===== config.mk =====
export PLATFORM = sky130hd
export DESIGN_NAME = shade_map_flat
export DESIGN_NICKNAME = d
export VERILOG_FILES = /design/src/mandel_pkg.sv /design/src/pix_link_if.sv /design/src/shade_map.sv /design/src/flat_wrapper.sv
export VERILOG_INCLUDE_DIRS = /design/src /design/src/include
export SDC_FILE = /design/constraint.sdc
export NUM_CORES = 1
export LEC_CHECK = 0
export ABC_CLOCK_PERIOD_IN_PS = 2200
export CAP_MARGIN = 25
export CORE_MARGIN = 3
export CORE_UTILIZATION = 60
export DETAILED_ROUTE_END_ITERATION = 12
export DONT_BUFFER_PORTS = 1
export GPL_ROUTABILITY_DRIVEN = 1
export PLACE_DENSITY = 0.79
export SYNTH_ARGS = -nofsm -noshare
export SYNTH_HDL_FRONTEND = slang
export SYNTH_SLANG_ARGS = --single-unit

===== constraint.sdc =====
create_clock -name clk_sys -period 2.2 [get_ports clk_sys]
set_clock_uncertainty 0.2 [all_clocks]
set_input_delay 0.33 -clock clk_sys [delete_from_list [all_inputs] [get_ports clk_sys]]
set_output_delay 0.33 -clock clk_sys [all_outputs]
set_load 0.01 [all_outputs]

===== src/include/mandel_cfg.svh =====
// ==============================
// frame size, fixed-point format, iteration limit
// start view, credit depths and colour scheme
// ==============================
`ifndef MANDEL_CFG_SVH
`define MANDEL_CFG_SVH

// frame
`define MANDEL_FB_W          16            // pixels per row
`define MANDEL_FB_H          8             // rows per frame

// fixed point
`define MANDEL_FP_W          25            // total bits
`define MANDEL_FP_INT        4             // integer bits so 21 fraction bits
`define MANDEL_ITER_MAX      31            // escape-time limit

// start view in fixed point
`define MANDEL_X_START       25'h1B00000   // -2.5
`define MANDEL_Y_START       25'h1E00000   // -1.0
`define MANDEL_STEP          25'h0080000   // 0.25 and largest step allowed

// flow control
`define MANDEL_LINK_CREDITS  2             // receiver buffer depth
`define MANDEL_OUT_CREDITS   4             // credits granted by the consumer

`define MANDEL_COLR_SCHEME   1             // 1 blue-green, 0 blue-purple-gold

`endif


===== src/mandel_pkg.sv =====
// ==============================
// fixed-point, coordinate, count and view types
// ==============================
`include "mandel_cfg.svh"

package mandel_pkg;

    typedef logic signed [`MANDEL_FP_W-1:0] fp_t;  // signed Q4.21
    typedef logic [4:0] coord_t;                   // pixel x or y
    typedef logic [4:0] iter_t;                    // escape count
    typedef logic [7:0] cidx_t;                    // colour index

    // view parameters for one render
    typedef struct packed {
        fp_t x_start;  // left edge
        fp_t y_start;  // top edge
        fp_t step;     // distance between pixels
    } view_t;

endpackage


===== src/pix_link_if.sv =====
// ==============================
// credited pixel link between stages
// ==============================
`timescale 1ns/1ps

interface pix_link_if;
    import mandel_pkg::*;

    logic   valid;   // one item this cycle
    coord_t x;       // pixel column
    coord_t y;       // pixel row
    fp_t    cr;      // real part of c
    fp_t    ci;      // imaginary part of c
    iter_t  iter;    // escape count
    logic   credit;  // receiver popped one entry

    modport sender (
        output valid,
        output x,
        output y,
        output cr,
        output ci,
        output iter,
        input  credit
    );

    modport receiver (
        input  valid,
        input  x,
        input  y,
        input  cr,
        input  ci,
        input  iter,
        output credit
    );

endinterface


===== src/shade_map.sv =====
// ==============================
// input buffer, colour mapping, output credits
// ==============================
`timescale 1ns/1ps
`include "mandel_cfg.svh"

module shade_map (
    input  logic               clk_sys,
    input  logic               rst_sys,
    pix_link_if.receiver       pix_in,
    input  logic               out_credit,  // consumer took a pixel
    output logic               out_valid,
    output mandel_pkg::coord_t out_x,
    output mandel_pkg::coord_t out_y,
    output logic [7:0]         out_r,
    output logic [7:0]         out_g,
    output logic [7:0]         out_b
);
    import mandel_pkg::*;

    localparam int DEPTH = `MANDEL_LINK_CREDITS;
    localparam int AW    = $clog2(DEPTH);
    localparam int CW    = $clog2(DEPTH + 1);
    localparam int OCW   = $clog2(`MANDEL_OUT_CREDITS + 1);

    coord_t  buf_x  [DEPTH];
    coord_t  buf_y  [DEPTH];
    iter_t   buf_it [DEPTH];
    logic [AW-1:0]  wr_ptr;
    logic [AW-1:0]  rd_ptr;
    logic [CW-1:0]  count;
    logic [OCW-1:0] credits;  // output side
    logic    pop;
    cidx_t   idx;
    logic [7:0] r;
    logic [7:0] g;
    logic [7:0] b;

    assign pop = (count != '0) && (credits != '0);

    always_comb begin
        idx = (buf_it[rd_ptr] == iter_t'(`MANDEL_ITER_MAX)) ? '0 : cidx_t'(buf_it[rd_ptr]) << 3;
        if (`MANDEL_COLR_SCHEME != 0) begin  // blue-green
            r = idx >> 1;
            g = idx;
            b = idx;
        end else if (idx == '0) begin      // black in the set
            r = '0;
            g = '0;
            b = '0;
        end else if (idx <= 8'h66) begin   // blue into purple
            r = idx;
            g = idx >> 1;
            b = 8'h33 + idx;
        end else begin                     // toward gold
            r = idx;
            g = idx - 8'h33;
            b = 8'hFF - idx;
        end
    end

    always_ff @(posedge clk_sys) begin
        if (pix_in.valid) begin
            buf_x[wr_ptr]  <= pix_in.x;
            buf_y[wr_ptr]  <= pix_in.y;
            buf_it[wr_ptr] <= pix_in.iter;
        end
        if (pop) begin
            out_x <= buf_x[rd_ptr];
            out_y <= buf_y[rd_ptr];
            out_r <= r;
            out_g <= g;
            out_b <= b;
        end
    end

    always_ff @(posedge clk_sys) begin
        if (rst_sys) begin
            wr_ptr        <= '0;
            rd_ptr        <= '0;
            count         <= '0;
            pix_in.credit <= 1'b0;
            credits       <= OCW'(`MANDEL_OUT_CREDITS);
            out_valid     <= 1'b0;
        end else begin
            if (pix_in.valid) wr_ptr <= (wr_ptr == AW'(DEPTH - 1)) ? '0 : wr_ptr + 1'b1;
            if (pop)          rd_ptr <= (rd_ptr == AW'(DEPTH - 1)) ? '0 : rd_ptr + 1'b1;
            count         <= count + CW'(pix_in.valid) - CW'(pop);
            pix_in.credit <= pop;
            credits       <= credits - OCW'(pop) + OCW'(out_credit);
            out_valid     <= pop;  // one cycle after the head is taken
        end
    end

endmodule


===== src/flat_wrapper.sv =====
// flat-port wrapper written by rule: the top's interface ports become plain ports
module shade_map_flat import mandel_pkg::*;
  (clk_sys, rst_sys, out_credit, out_valid, out_x, out_y, out_r, out_g, out_b, pix_in_valid, pix_in_x, pix_in_y, pix_in_cr, pix_in_ci, pix_in_iter, pix_in_credit);
  pix_link_if pix_in_i ();
  input  logic clk_sys;
  input  logic rst_sys;
  input  logic out_credit;
  output logic out_valid;
  output mandel_pkg::coord_t out_x;
  output mandel_pkg::coord_t out_y;
  output logic [7:0] out_r;
  output logic [7:0] out_g;
  output logic [7:0] out_b;
  input wire logic [$bits(pix_in_i.valid)-1:0] pix_in_valid;
  input wire logic [$bits(pix_in_i.x)-1:0] pix_in_x;
  input wire logic [$bits(pix_in_i.y)-1:0] pix_in_y;
  input wire logic [$bits(pix_in_i.cr)-1:0] pix_in_cr;
  input wire logic [$bits(pix_in_i.ci)-1:0] pix_in_ci;
  input wire logic [$bits(pix_in_i.iter)-1:0] pix_in_iter;
  output wire logic [$bits(pix_in_i.credit)-1:0] pix_in_credit;
  assign pix_in_i.valid = pix_in_valid;
  assign pix_in_i.x = pix_in_x;
  assign pix_in_i.y = pix_in_y;
  assign pix_in_i.cr = pix_in_cr;
  assign pix_in_i.ci = pix_in_ci;
  assign pix_in_i.iter = pix_in_iter;
  assign pix_in_credit = pix_in_i.credit;
  shade_map u_core (.clk_sys(clk_sys), .rst_sys(rst_sys), .pix_in(pix_in_i), .out_credit(out_credit), .out_valid(out_valid), .out_x(out_x), .out_y(out_y), .out_r(out_r), .out_g(out_g), .out_b(out_b));
endmodule

# After elaboration in Yosys (flattened, before gate mapping)
# Memory sizes are Yosys's and may differ from the RTL's. A register that Yosys moved wholly into a read port is not among the register bits.
# Index checks and enable logic that the tools add are counted.
[word_totals] inputBits=69 memories=3 out_inout_bits=36 wordCells=27 mem_bits_rw=30 reg_bits=23
[classes] add_sub_neg=6 reduce_logical=3 muxes=7 eq_ne=1
[memory_table] name="u_core.buf_it" words=2 word_bits=5 rd=1 rd_ports_with_merged_regs=1 write_ports=1 line_no="shade_map.sv:28" rtl="iter_t buf_it [DEPTH];"
[memory_table] name="u_core.buf_x" words=2 word_bits=5 rd=1 rd_ports_with_merged_regs=1 write_ports=1 line_no="shade_map.sv:26" rtl="coord_t buf_x [DEPTH];"
[memory_table] name="u_core.buf_y" words=2 word_bits=5 rd=1 rd_ports_with_merged_regs=1 write_ports=1 line_no="shade_map.sv:27" rtl="coord_t buf_y [DEPTH];"
[op_table] cell="2-to-1 mux 8 bit" n=1
[op_table] cell="2-to-1 mux 1 bit" n=6
[op_table] cell="== test 5 bit (second input constant)" n=1
[op_table] cell="adder 3 x 1 -> 3 bit" n=1
[op_table] cell="nonzero test 3 bit" n=1
[op_table] cell="subtractor 3 x 1 -> 3 bit" n=1
[op_table] cell="adder 1 bit (second input constant)" n=2
[op_table] cell="adder 2 x 1 -> 2 bit" n=1
[op_table] cell="nonzero test 2 bit" n=1
[op_table] cell="subtractor 2 x 1 -> 2 bit" n=1
[op_table] cell="logical AND 1 bit" n=1

# Longest topological paths before layout
# Gate-level depths: netlist (run 1).
[depth] word_depth=4 depth_mapped=7

# Worst setup path before layout (run 1)
# OpenSTA, ideal clock, no wires.
[synth_path] path_type="flip-flop to flip-flop" startpoint="register u_core.count[0]" endpoint="register u_core.credits[1]" stages_incl_launch_ff=7 t_arrival_ns=1.580 path_slack_ns=0.295 required_ns=1.874 setup_time_ns=0.126 path_buffers=0 path_cell_list="dfxtp_1 -> nor2_1 -> or3_1 -> nand2_1 -> ha_1 -> fa_1 -> nor2b_1"
[synth_via] elab_chain_cells=4
[synth_rtl] item="start, declared" line_no="shade_map.sv:31" rtl="logic [CW-1:0] count;"
[synth_rtl] item="start signal, assigned" line_no="shade_map.sv:88" rtl="count <= count + CW'(pix_in.valid) - CW'(pop);"
[synth_rtl] item="nonzero test 2 bit" line_no="shade_map.sv:39" rtl="assign pop = (count != '0) && (credits != '0);"
[synth_rtl] item="logical AND 1 bit" line_no="shade_map.sv:39"
[synth_rtl] item="subtractor 3 x 1 -> 3 bit" line_no="shade_map.sv:90" rtl="credits <= credits - OCW'(pop) + OCW'(out_credit);"
[synth_rtl] item="adder 3 x 1 -> 3 bit" line_no="shade_map.sv:90"
[synth_rtl] item="end signal, assigned" line_no="shade_map.sv:83" rtl="credits <= OCW'(`MANDEL_OUT_CREDITS);"
[synth_rtl] item="end signal, assigned" line_no="shade_map.sv:90"
[synth_rtl] item="end, declared" line_no="shade_map.sv:32" rtl="logic [OCW-1:0] credits;"
# No other way between the ends.
# A chain may end at the register's enable or synchronous reset.

# Worst setup path in the final report (run 1)
[layout_path] startpoint="register u_core.credits[1]" endpoint="register u_core.credits[2]"
[layout_via] elab_chain_cells=4
[layout_rtl] item="nonzero test 3 bit" line_no="shade_map.sv:39"
[layout_rtl] item="logical AND 1 bit" line_no="shade_map.sv:39"
[layout_rtl] item="subtractor 3 x 1 -> 3 bit *" line_no="shade_map.sv:90"
[layout_rtl] item="adder 3 x 1 -> 3 bit *" line_no="shade_map.sv:90"
# Mark *: on every way between the ends. The rest lies on a longest branch, timed or not.

==> results.yml, run 1 <==
cts:
  clock_latency_ps: 360
  cts_sinks: 54
  clkTransAtPathRegs_ps: 140
  cts-buffers-inserted: 5
  root_buffer: "clkbuf_4"
  cts_max_level: 2
  clk_path_buf_depth: 2
  tritoncts: "done"
grt:
  grt_pass1_wl_mm: 5.00
  grtUsageTotal: 0.160
  grt_max_degree: 17
  grt_remaining_overflow: 0
  antenna_found_initial: 0
  grt_pass1_vias: 1094
die:
  dieArea_sq_um: 4360
  start_util: 0.638
  die_y_um: 66.0
  core_area_sq_um: 3390
  die_x_um: 66.0
  rows: 21
  ioPinCount: 105
worst_setup_path:
  crit_path_max_fanout: 4
  critPathKind: "reg -> reg"
  r2r_end: "u_core.credits[2]$_SDFF_PP1_"
  crit_arrival_ps: 2100
  ff2ff_setup_slack_ps: 160
  end_kind: "flip-flop"
  required_ps: 2260
  reg2reg_from: "u_core.credits[1]$_SDFF_PP0_"
  start_kind: "flip-flop"
  crit_slowest_cell: "fa_1"
  crit_chain: "nor3_1 -> or3_1 -> nand2_1 -> ha_1 -> fa_1 -> xnor2_1 -> nand2b_1"
  crit_end: "u_core.credits[2]$_SDFF_PP1_"
  startpoint: "u_core.credits[1]$_SDFF_PP0_"
  slowest_delay_ps: 390
  rr_worst_depth: 7
timing:
  max_slew_margin: 0.598
  tightest_slew_ps: 603
  finalCritPeriodShare: 0.929
  finalMaxSlewViolations: 0
  rsz0062_at_grt: "no"
  fin_setup_tns_ps: 0
  finalCriticalPeriod_ps: 2040
  hold_viol: 0
  max_freq_ghz: 0.489
  setup_viol: 0
synth:
  yosysUniqueCellTypes: 31
  postSynthCellCount: 137
  ys_seq_area_frac: 0.709
  postSynthAreaPerCell_sq_um: 15.8
  yosys-top-cells-area: "edfxtp_1 (63%), dfxtp_1 (8.3%), buf_4 (6.9%), mux2_2 (5.2%), mux2i_1 (1.9%)"
  syn_area_sq_um: 2160
  ys_warn_count: 0
  synth_top_area_cell: "edfxtp_1"
  synth_top_area_frac: 0.625
  ys_ff_latch: 54
placement:
  place_area_sq_um: 2090
  io_buffers: 0
  dp.cells: 170
  dp_hpwl_mm: 2.11
  place.gp.congestion: 0.754
final_layout:
  post-route-util: 0.694
  multiInputGateArea_sq_um: 482
  n_fill_cell: 250
  design_area_sq_um: 2350
  regArea_sq_um: 1530
  drive_gt1_frac: 0.180
  final_nets: 221
  diodes: 0
  instances_no_fill: 196
  final_common_cell: "edfxtp_1"
  synthToLayoutAreaGrowth_pct: 8.80
  layout_common_cells: "edfxtp_1 (45), dlygate4sd3_1 (18), nor2_1 (10), mux2_2 (10)"
detailed_routing:
  detail_route.wl_per_cell_um: 15.7
  routed_wl_mm: 3.08
  firstDrtPassIters: 4
  vias_per_cell: 5.13
  vias: 1005
  drtIter0Drc: 76
  drtAntennaViolNets: 0
  drc: 0
power_and_ir_drop:
  power.density_nw_per_um2: 942
  p_leak_nw: 0.830
  ir_drop_v: 0.000731
hold_path:
  hold_path_class: "in -> reg"
flow_run:
  cap_violations: 0
run_status:
  status: "finished, final reports clean"
==> power by group <==
part | total [mW] | switching [mW] | leakage, nW | internal, mW
Clock | 0.517 | 0.281 | 0.0450 | 0.236
Combinational | 0.314 | 0.150 | 0.289 | 0.164
Sequential | 1.38 | 0.131 | 0.496 | 1.25
Total | 2.21 | 0.562 | 0.830 | 1.65
==> how the worst min path moves through the flow <==
stage	slack (ps)	cells after the start	end	start
floorplan	230	0	u_core.buf_it[0][0]$_DFFE_PP_	pix_in_iter[0]
global placement	200	1	u_core.credits[0]$_SDFF_PP0_	rst_sys
detailed placement	210	1	u_core.credits[0]$_SDFF_PP0_	rst_sys
CTS	240	2	u_core.buf_y[0][1]$_DFFE_PP_	pix_in_valid
global route	240	2	u_core.buf_it[0][0]$_DFFE_PP_	pix_in_valid
finish	250	2	u_core.buf_y[0][1]$_DFFE_PP_	pix_in_valid
==> what timing repair did <==
action                                 in CTS  in global routing
gates resized for setup                     0                  0
endpoints found under the hold margin      39                  0
buffers inserted                            0                  0
hold buffers                               18                  0
==> final cells by class <==
| cell class | count | share of cell area |
|---|---|---|
| clock inverters | 3 | 0.0170 |
| inverters | 2 | 0.00319 |
| flip-flops and latches | 54 | 0.651 |
| well taps | 46 | 0.0245 |
| multi-input cells | 66 | 0.205 |
| repair buffers | 20 | 0.0830 |
| clock buffers | 5 | 0.0160 |
==> state kept, by name, summed over array words and instances, names as in the netlist, named ones only <==
register and flops:
u_core.buf_it 10, u_core.credits 3, u_core.buf_x 10, u_core.count 2, u_core.out_x 5, u_core.pix_in.credit 1
u_core.buf_y 10, u_core.wr_ptr 1, u_core.rd_ptr 1, u_core.out_y 5, u_core.out_g 5
==> kinds of logic after synthesis <==
group / count (synthesis) / share of synthesized area
buffers and inverters: 25 / 0.0822
AOI/OAI and AO/OA: 5 / 0.0185
and+or+nand+nor: 30 / 0.0735
adders and majority gates: 3 / 0.0208
muxes: 14 / 0.0706
xor gates and xnor gates: 5 / 0.0237
DFF: 54 / 0.709
other: 1 / 0.00174
==> synthesized netlist by cell type (all sizes together) <==
| master | instances |
|---|---|
| and2 | 1 |
| nand3 | 2 |
| fa | 1 |
| o21ai | 3 |
| xnor2 | 3 |
| inv | 2 |
| or3 | 2 |
| nand2b | 2 |
| ha | 2 |
| nor2 | 10 |
| mux2i | 4 |
| a21oi | 2 |
| nor3 | 1 |
| or2 | 2 |
| edfxtp | 45 |
| buf | 22 |
| xor2 | 2 |
| nor2b | 4 |
| clkbuf | 1 |
| nand2 | 6 |
| mux2 | 10 |
| dfxtp | 9 |
| conb | 1 |
==> metal layers <==
metal / global-route usage / vias up / part of all wire
li1: - / 474 / -
met1: 0.165 / 494 / 0.40
met2: 0.295 / 32 / 0.54
met3: 0.0629 / 5 / 0.053
met4: 0.0457 / 0 / 0.012
met5: 0 / - / 0
==> metrics by stage <==
| step | hold slack (ps) | total power [mW] | worst slack, ps |
|---|---|---|---|
| global placement | 203 | 1.66 | 259 |
| global route | 241 | 2.33 | 5.14 |
| finish | 254 | 2.21 | 156 |
| detailed placement | 205 | 1.69 | 201 |
| CTS | 238 | 2.23 | 164 |
| floorplan | 229 | 1.68 | 295 |
==> critical path, delay by kind of cell (launching register included) <==
family / cells / cell delay [ps]
xor+xnor: 1 / 190
fa+ha+maj: 2 / 580
simple gates: 4 / 610
flops: 1 / 380
(Power assumes the default switching activity.)
==> inputs of run 2 (changes only) <==
- ABC_AREA: default -> 1
- CTS_CLUSTER_SIZE: default -> 8
==> results.yml, run 2 <==
cts:
  clkTransAtPathRegs_ps: 140
  cts-buffers-inserted: 5
  cts_sinks: 54
  cts_max_level: 2
  clk_path_buf_depth: 2
  root_buffer: "clkbuf_4"
  tritoncts: "done"
  clock_latency_ps: 370
timing:
  max_freq_ghz: 0.496
  max_slew_margin: 0.588
  hold_slack_ps: 72.8
  rsz0062_at_grt: "no"
  finalCriticalPeriod_ps: 2020
  setup_viol: 0
  hold_viol: 0
  fin_setup_tns_ps: 0
  finalCritPeriodShare: 0.917
  finalMaxSlewViolations: 0
  tightest_slew_ps: 617
grt:
  grt_remaining_overflow: 0
  grt_pass1_vias: 1165
  grtUsageTotal: 0.158
  grt_max_degree: 18
  grt_pass1_wl_mm: 5.02
  antenna_found_initial: 0
run_status:
  status: "finished, final reports clean"
synth:
  postSynthCellCount: 178
  synth_flop_cell: "edfxtp_1"
  syn_area_sq_um: 2160
  synthArstFlopShare: 0
  ys_warn_count: 0
  ys_seq_area_frac: 0.710
  yosysUniqueCellTypes: 22
  postSynthAreaPerCell_sq_um: 12.1
  synth-edff-count: 45
  synth_top_area_cell: "edfxtp_1"
  yosys-top-cells-count: "edfxtp_1 (45), nand2_1 (42), buf_4 (20), inv_1 (20), nor2_1 (12)"
  yosysMostFrequentCell: "edfxtp_1"
  yosys-top-cells-area: "edfxtp_1 (63%), dfxtp_1 (8.4%), nand2_1 (7.3%), buf_4 (7.0%), inv_1 (3.5%)"
  ys_ff_latch: 54
  synth_top_area_frac: 0.627
power_and_ir_drop:
  power.density_nw_per_um2: 946
  ir_drop_v: 0.000525
  fin_total_pwr_mw: 2.24
  p_leak_nw: 0.959
final_layout:
  diodes: 0
  layout_common_cells: "edfxtp_1 (45), nand2_1 (41), inv_1 (20), dlygate4sd3_1 (18), nor2_1 (12)"
  n_fill_cell: 230
  reg.largest.list: "u_core.buf_it x10, u_core.buf_x x10, u_core.buf_y x10"
  synthToLayoutAreaGrowth_pct: 9.98
  final_nets: 266
  final_common_cell: "edfxtp_1"
  drive_gt1_frac: 0.108
worst_setup_path:
  path_buf_inv: 2
  slowest_delay_ps: 370
  crit_chain: "nor2_1 -> nand2_1 -> o21ai_2 -> inv_2 -> nand2_2 -> o31ai_1 -> ha_1 -> fa_1 -> inv_1 -> or2_1 -> nand3_1"
  critPathKind: "reg -> reg"
  end_kind: "flip-flop"
  crit_arrival_ps: 2070
  crit_slowest_cell: "fa_1"
  crit_family: "adder cells"
  required_ps: 2250
  crit_path_max_fanout: 3
  start_kind: "flip-flop"
die:
  dieArea_sq_um: 4350
  core_area_sq_um: 3390
  ioPinCount: 105
  rows: 21
  die_y_um: 65.9
  start_util: 0.636
  die_x_um: 65.9
placement:
  io_buffers: 0
  dp_hpwl_mm: 1.97
  place.gp.congestion: 0.719
flow_run:
  cap_violations: 0
detailed_routing:
  detail_route.wl_per_cell_um: 12.2
  firstDrtPassIters: 4
  routed_wl_mm: 2.95
  drc: 0
  drtIter0Drc: 74
  drtAntennaViolNets: 0
  vias: 1135
  vias_per_cell: 4.71
hold_path:
  hold_path_class: "in -> reg"
==> run 2: cell types whose count changed in the layout (fill, tap and decap cells not counted), moves of 2 or more <==
cell      change
a21oi_1       +4
buf_4         +4
clkinv_2      -2
inv_1        +18
inv_2         +2
mux2_2       -10
mux2i_1       -4
nand2_1      +35
nor2_1        +2
nor2b_1       -4
o21ai_0       -2
o21ai_1       +6
xnor2_1       -2
==> run 2: kinds of logic (layout without fill, tap and decap cells) <==
kind of cell | count (synthesis) | after routing | synth area share
xor gates and xnor gates | 1 | 1 | 0.00406
buffers and inverters | 45 | 54 | 0.117
other | 1 | 9 | 0.00174
AOI/OAI and AO/OA | 14 | 14 | 0.0371
adders and majority gates | 3 | 3 | 0.0209
and+or+nand+nor | 60 | 60 | 0.109
DFF | 54 | 54 | 0.710
==> run 2: path summary, 6_finish.rpt <==
path / depth (start not counted) / startpoint / end / slack [ps]
worst min register to register: 2 / u_core.buf_y[0][3]$_DFFE_PP_ / u_core.out_y[3]$_DFFE_PP_ / 330
worst min-delay path: 2 / pix_in_valid / u_core.buf_x[0][4]$_DFFE_PP_ / 70
worst max-delay path: 11 / u_core.credits[1]$_SDFF_PP0_ / u_core.credits[2]$_SDFF_PP1_ / 180
worst max register to register: 11 / u_core.credits[1]$_SDFF_PP0_ / u_core.credits[2]$_SDFF_PP1_ / 180
==> run 2: area by class of cell <==
type | instances | area (sq um) | share of cell area
flip-flops and latches | 54 | 1530 | 0.646
multi-input cells | 87 | 405 | 0.171
repair buffers | 24 | 225 | 0.0950
inverters | 22 | 82.6 | 0.0348
well taps | 46 | 57.6 | 0.0243
clock buffers | 6 | 51.3 | 0.0216
clock inverters | 2 | 16.3 | 0.00686
==> run 2: per-stage QoR <==
stage	utilization	worst slack (ps)	cells	cell area (sq um)
2_1_floorplan	-	231	186	2190
3_3_place_gp	0.616	281	211	2090
3_5_place_dp	0.616	204	211	2090
4_1_cts	0.690	130	237	2340
5_1_grt	0.700	6.28	241	2370
6_report	0.700	183	241	2370
==> run 2: power by group <==
part	switching [mW]	total (mW)	internal [mW]
combinational	0.231	0.399	0.168
sequential	0.126	1.39	1.27
clock	0.289	0.449	0.160
==> run 2: metal layers <==
layer | share of wire | track usage | wire length, um | up-vias
met5 | 0 | 0 | 0 | -
met1 | 0.38 | 0.165 | 1110 | 499
met4 | 0.018 | 0.0711 | 53 | 0
li1 | - | - | - | 580
met3 | 0.058 | 0.0408 | 172 | 5
met2 | 0.55 | 0.295 | 1610 | 51
==> run 2: repair_timing <==
action	4_1_cts	5_1_grt
buffers inserted	0	4
hold buffers	18	0
gates resized for setup	0	2
endpoints found under the setup margin	0	1
hold endpoints to repair	39	0
==> inputs of run 3 (changes only) <==
- PLACE_DENSITY: 0.79 -> 0.76
==> results.yml, run 3 (synthesis gave the netlist of run 2 again) <==
die:
  ioPinCount: 105
  start_util: 0.636
  die_x_um: 65.9
  die_y_um: 65.9
  rows: 21
  dieArea_sq_um: 4350
  core_area_sq_um: 3390
timing:
  fin_ws_ps: 172
  finalMaxSlewViolations: 0
  hold_viol: 0
  finalCriticalPeriod_ps: 2030
  max_freq_ghz: 0.493
  rsz0062_at_grt: "no"
  tightest_slew_ps: 604
  max_slew_margin: 0.597
  fin_setup_tns_ps: 0
  setup_viol: 0
  finalCritPeriodShare: 0.922
grt:
  grt_remaining_overflow: 0
  grt_max_degree: 17
  antenna_found_initial: 0
  grtUsageTotal: 0.164
  grt_pass1_wl_mm: 5.06
  grt_pass1_vias: 1136
worst_setup_path:
  rr_worst_depth: 11
  crit_top_cell: "nand2_1"
  r2r_end: "u_core.credits[2]$_SDFF_PP1_"
  crit_end: "u_core.credits[2]$_SDFF_PP1_"
  required_ps: 2270
  critPathKind: "reg -> reg"
  crit_slowest_cell: "dfxtp_1"
  crit_arrival_ps: 2100
  reg2reg_from: "u_core.credits[1]$_SDFF_PP0_"
  startpoint: "u_core.credits[1]$_SDFF_PP0_"
  crit_path_max_fanout: 3
  slowest_delay_ps: 360
  start_kind: "flip-flop"
  crit_chain: "nor2_1 -> nand2_1 -> o21ai_2 -> inv_2 -> nand2_1 -> o31ai_1 -> ha_1 -> fa_1 -> inv_1 -> or2_1 -> nand3_1"
  ff2ff_setup_slack_ps: 170
  end_kind: "flip-flop"
cts:
  cts_max_level: 2
  clk_path_buf_depth: 2
  root_buffer: "clkbuf_4"
  clkTransAtPathRegs_ps: 130
  tritoncts: "done"
  cts_sinks: 54
  ctsResizeCount: 0
  cts-buffers-inserted: 5
  clock_latency_ps: 370
final_layout:
  multiInputGateArea_sq_um: 403
  layout_common_cells: "edfxtp_1 (45), nand2_1 (42), inv_1 (20), dlygate4sd3_1 (19), nor2_1 (12)"
  final_nets: 264
  synthToLayoutAreaGrowth_pct: 9.75
  n_fill_cell: 242
  reg.largest.list: "u_core.buf_it x10, u_core.buf_x x10, u_core.buf_y x10"
  diodes: 0
  drive_gt1_frac: 0.0777
  regArea_sq_um: 1530
  final_common_cell: "edfxtp_1"
placement:
  dp_hpwl_mm: 1.99
  place.gp.congestion: 0.819
  pre_cts_ws_ps: 191
  io_buffers: 0
power_and_ir_drop:
  power.density_nw_per_um2: 959
  p_leak_nw: 0.954
  ir_drop_v: 0.000583
  fin_total_pwr_mw: 2.27
detailed_routing:
  vias_per_cell: 4.84
  firstDrtPassIters: 4
  drtIter0Drc: 63
  drc: 0
  vias: 1157
  detail_route.wl_per_cell_um: 12.8
  routed_wl_mm: 3.06
  drtAntennaViolNets: 0
run_status:
  status: "finished, final reports clean"
hold_path:
  hold_depth: 3
  hold_path_class: "in -> reg"
flow_run:
  cap_violations: 0
-- run 3: worst min-delay path by stage --
stage	startpoint	slack [ps]	endpoint
finish	pix_in_valid	150	u_core.buf_it[0][0]$_DFFE_PP_
global route	pix_in_valid	140	u_core.buf_it[0][0]$_DFFE_PP_
CTS	pix_in_valid	130	u_core.buf_it[0][0]$_DFFE_PP_
detailed placement	rst_sys	210	u_core.credits[0]$_SDFF_PP0_
global placement	rst_sys	200	u_core.credits[0]$_SDFF_PP0_
floorplan	rst_sys	200	u_core.count[0]$_SDFF_PP0_
-- run 3: worst max-delay path, delay by kind of cell, from the launching register on --
kind                     cells  cell delay (ps)
flip-flops                   1              360
AO/OA/AOI/OAI                2              210
AND/OR/NAND/NOR              5              470
adder cells (fa/ha/maj)      2              560
buffers and inverters        2              130
-- run 3: per-stage QoR --
stage / hold WS (ps) / util / cell area, sq um / instances
2_1_floorplan: 201 / - / 2190 / 186
3_3_place_gp: 203 / 0.619 / 2100 / 212
3_5_place_dp: 205 / 0.619 / 2100 / 212
4_1_cts: 128 / 0.698 / 2370 / 239
5_1_grt: 143 / 0.698 / 2370 / 239
6_report: 154 / 0.698 / 2370 / 239
-- run 3: power breakdown --
part	leakage, nW	total (mW)	internal (mW)	switching (mW)
registers	0.497	1.39	1.27	0.128
logic	0.419	0.351	0.137	0.214
clock network	0.0385	0.524	0.240	0.284
total	0.954	2.27	1.64	0.625
-- run 3: cell type report --
type | instances | area share
flip-flops and latches | 54 | 0.647
multi-input cells | 87 | 0.170
repair buffers | 22 | 0.0899
inverters | 22 | 0.0349
well taps | 46 | 0.0243
clock buffers | 6 | 0.0175
clock inverters | 2 | 0.0159
-- run 3: routing by layer --
layer	up-vias	routed length (um)	global-route usage
li1	575	-	-
met1	534	1100	0.168
met2	42	1700	0.297
met3	6	197	0.0612
met4	0	55	0.0711
met5	-	0	0
-- run 3: timing repair --
item,in CTS,in global routing
hold buffers,19,0
hold endpoints to repair,39,0
buffers inserted,0,0
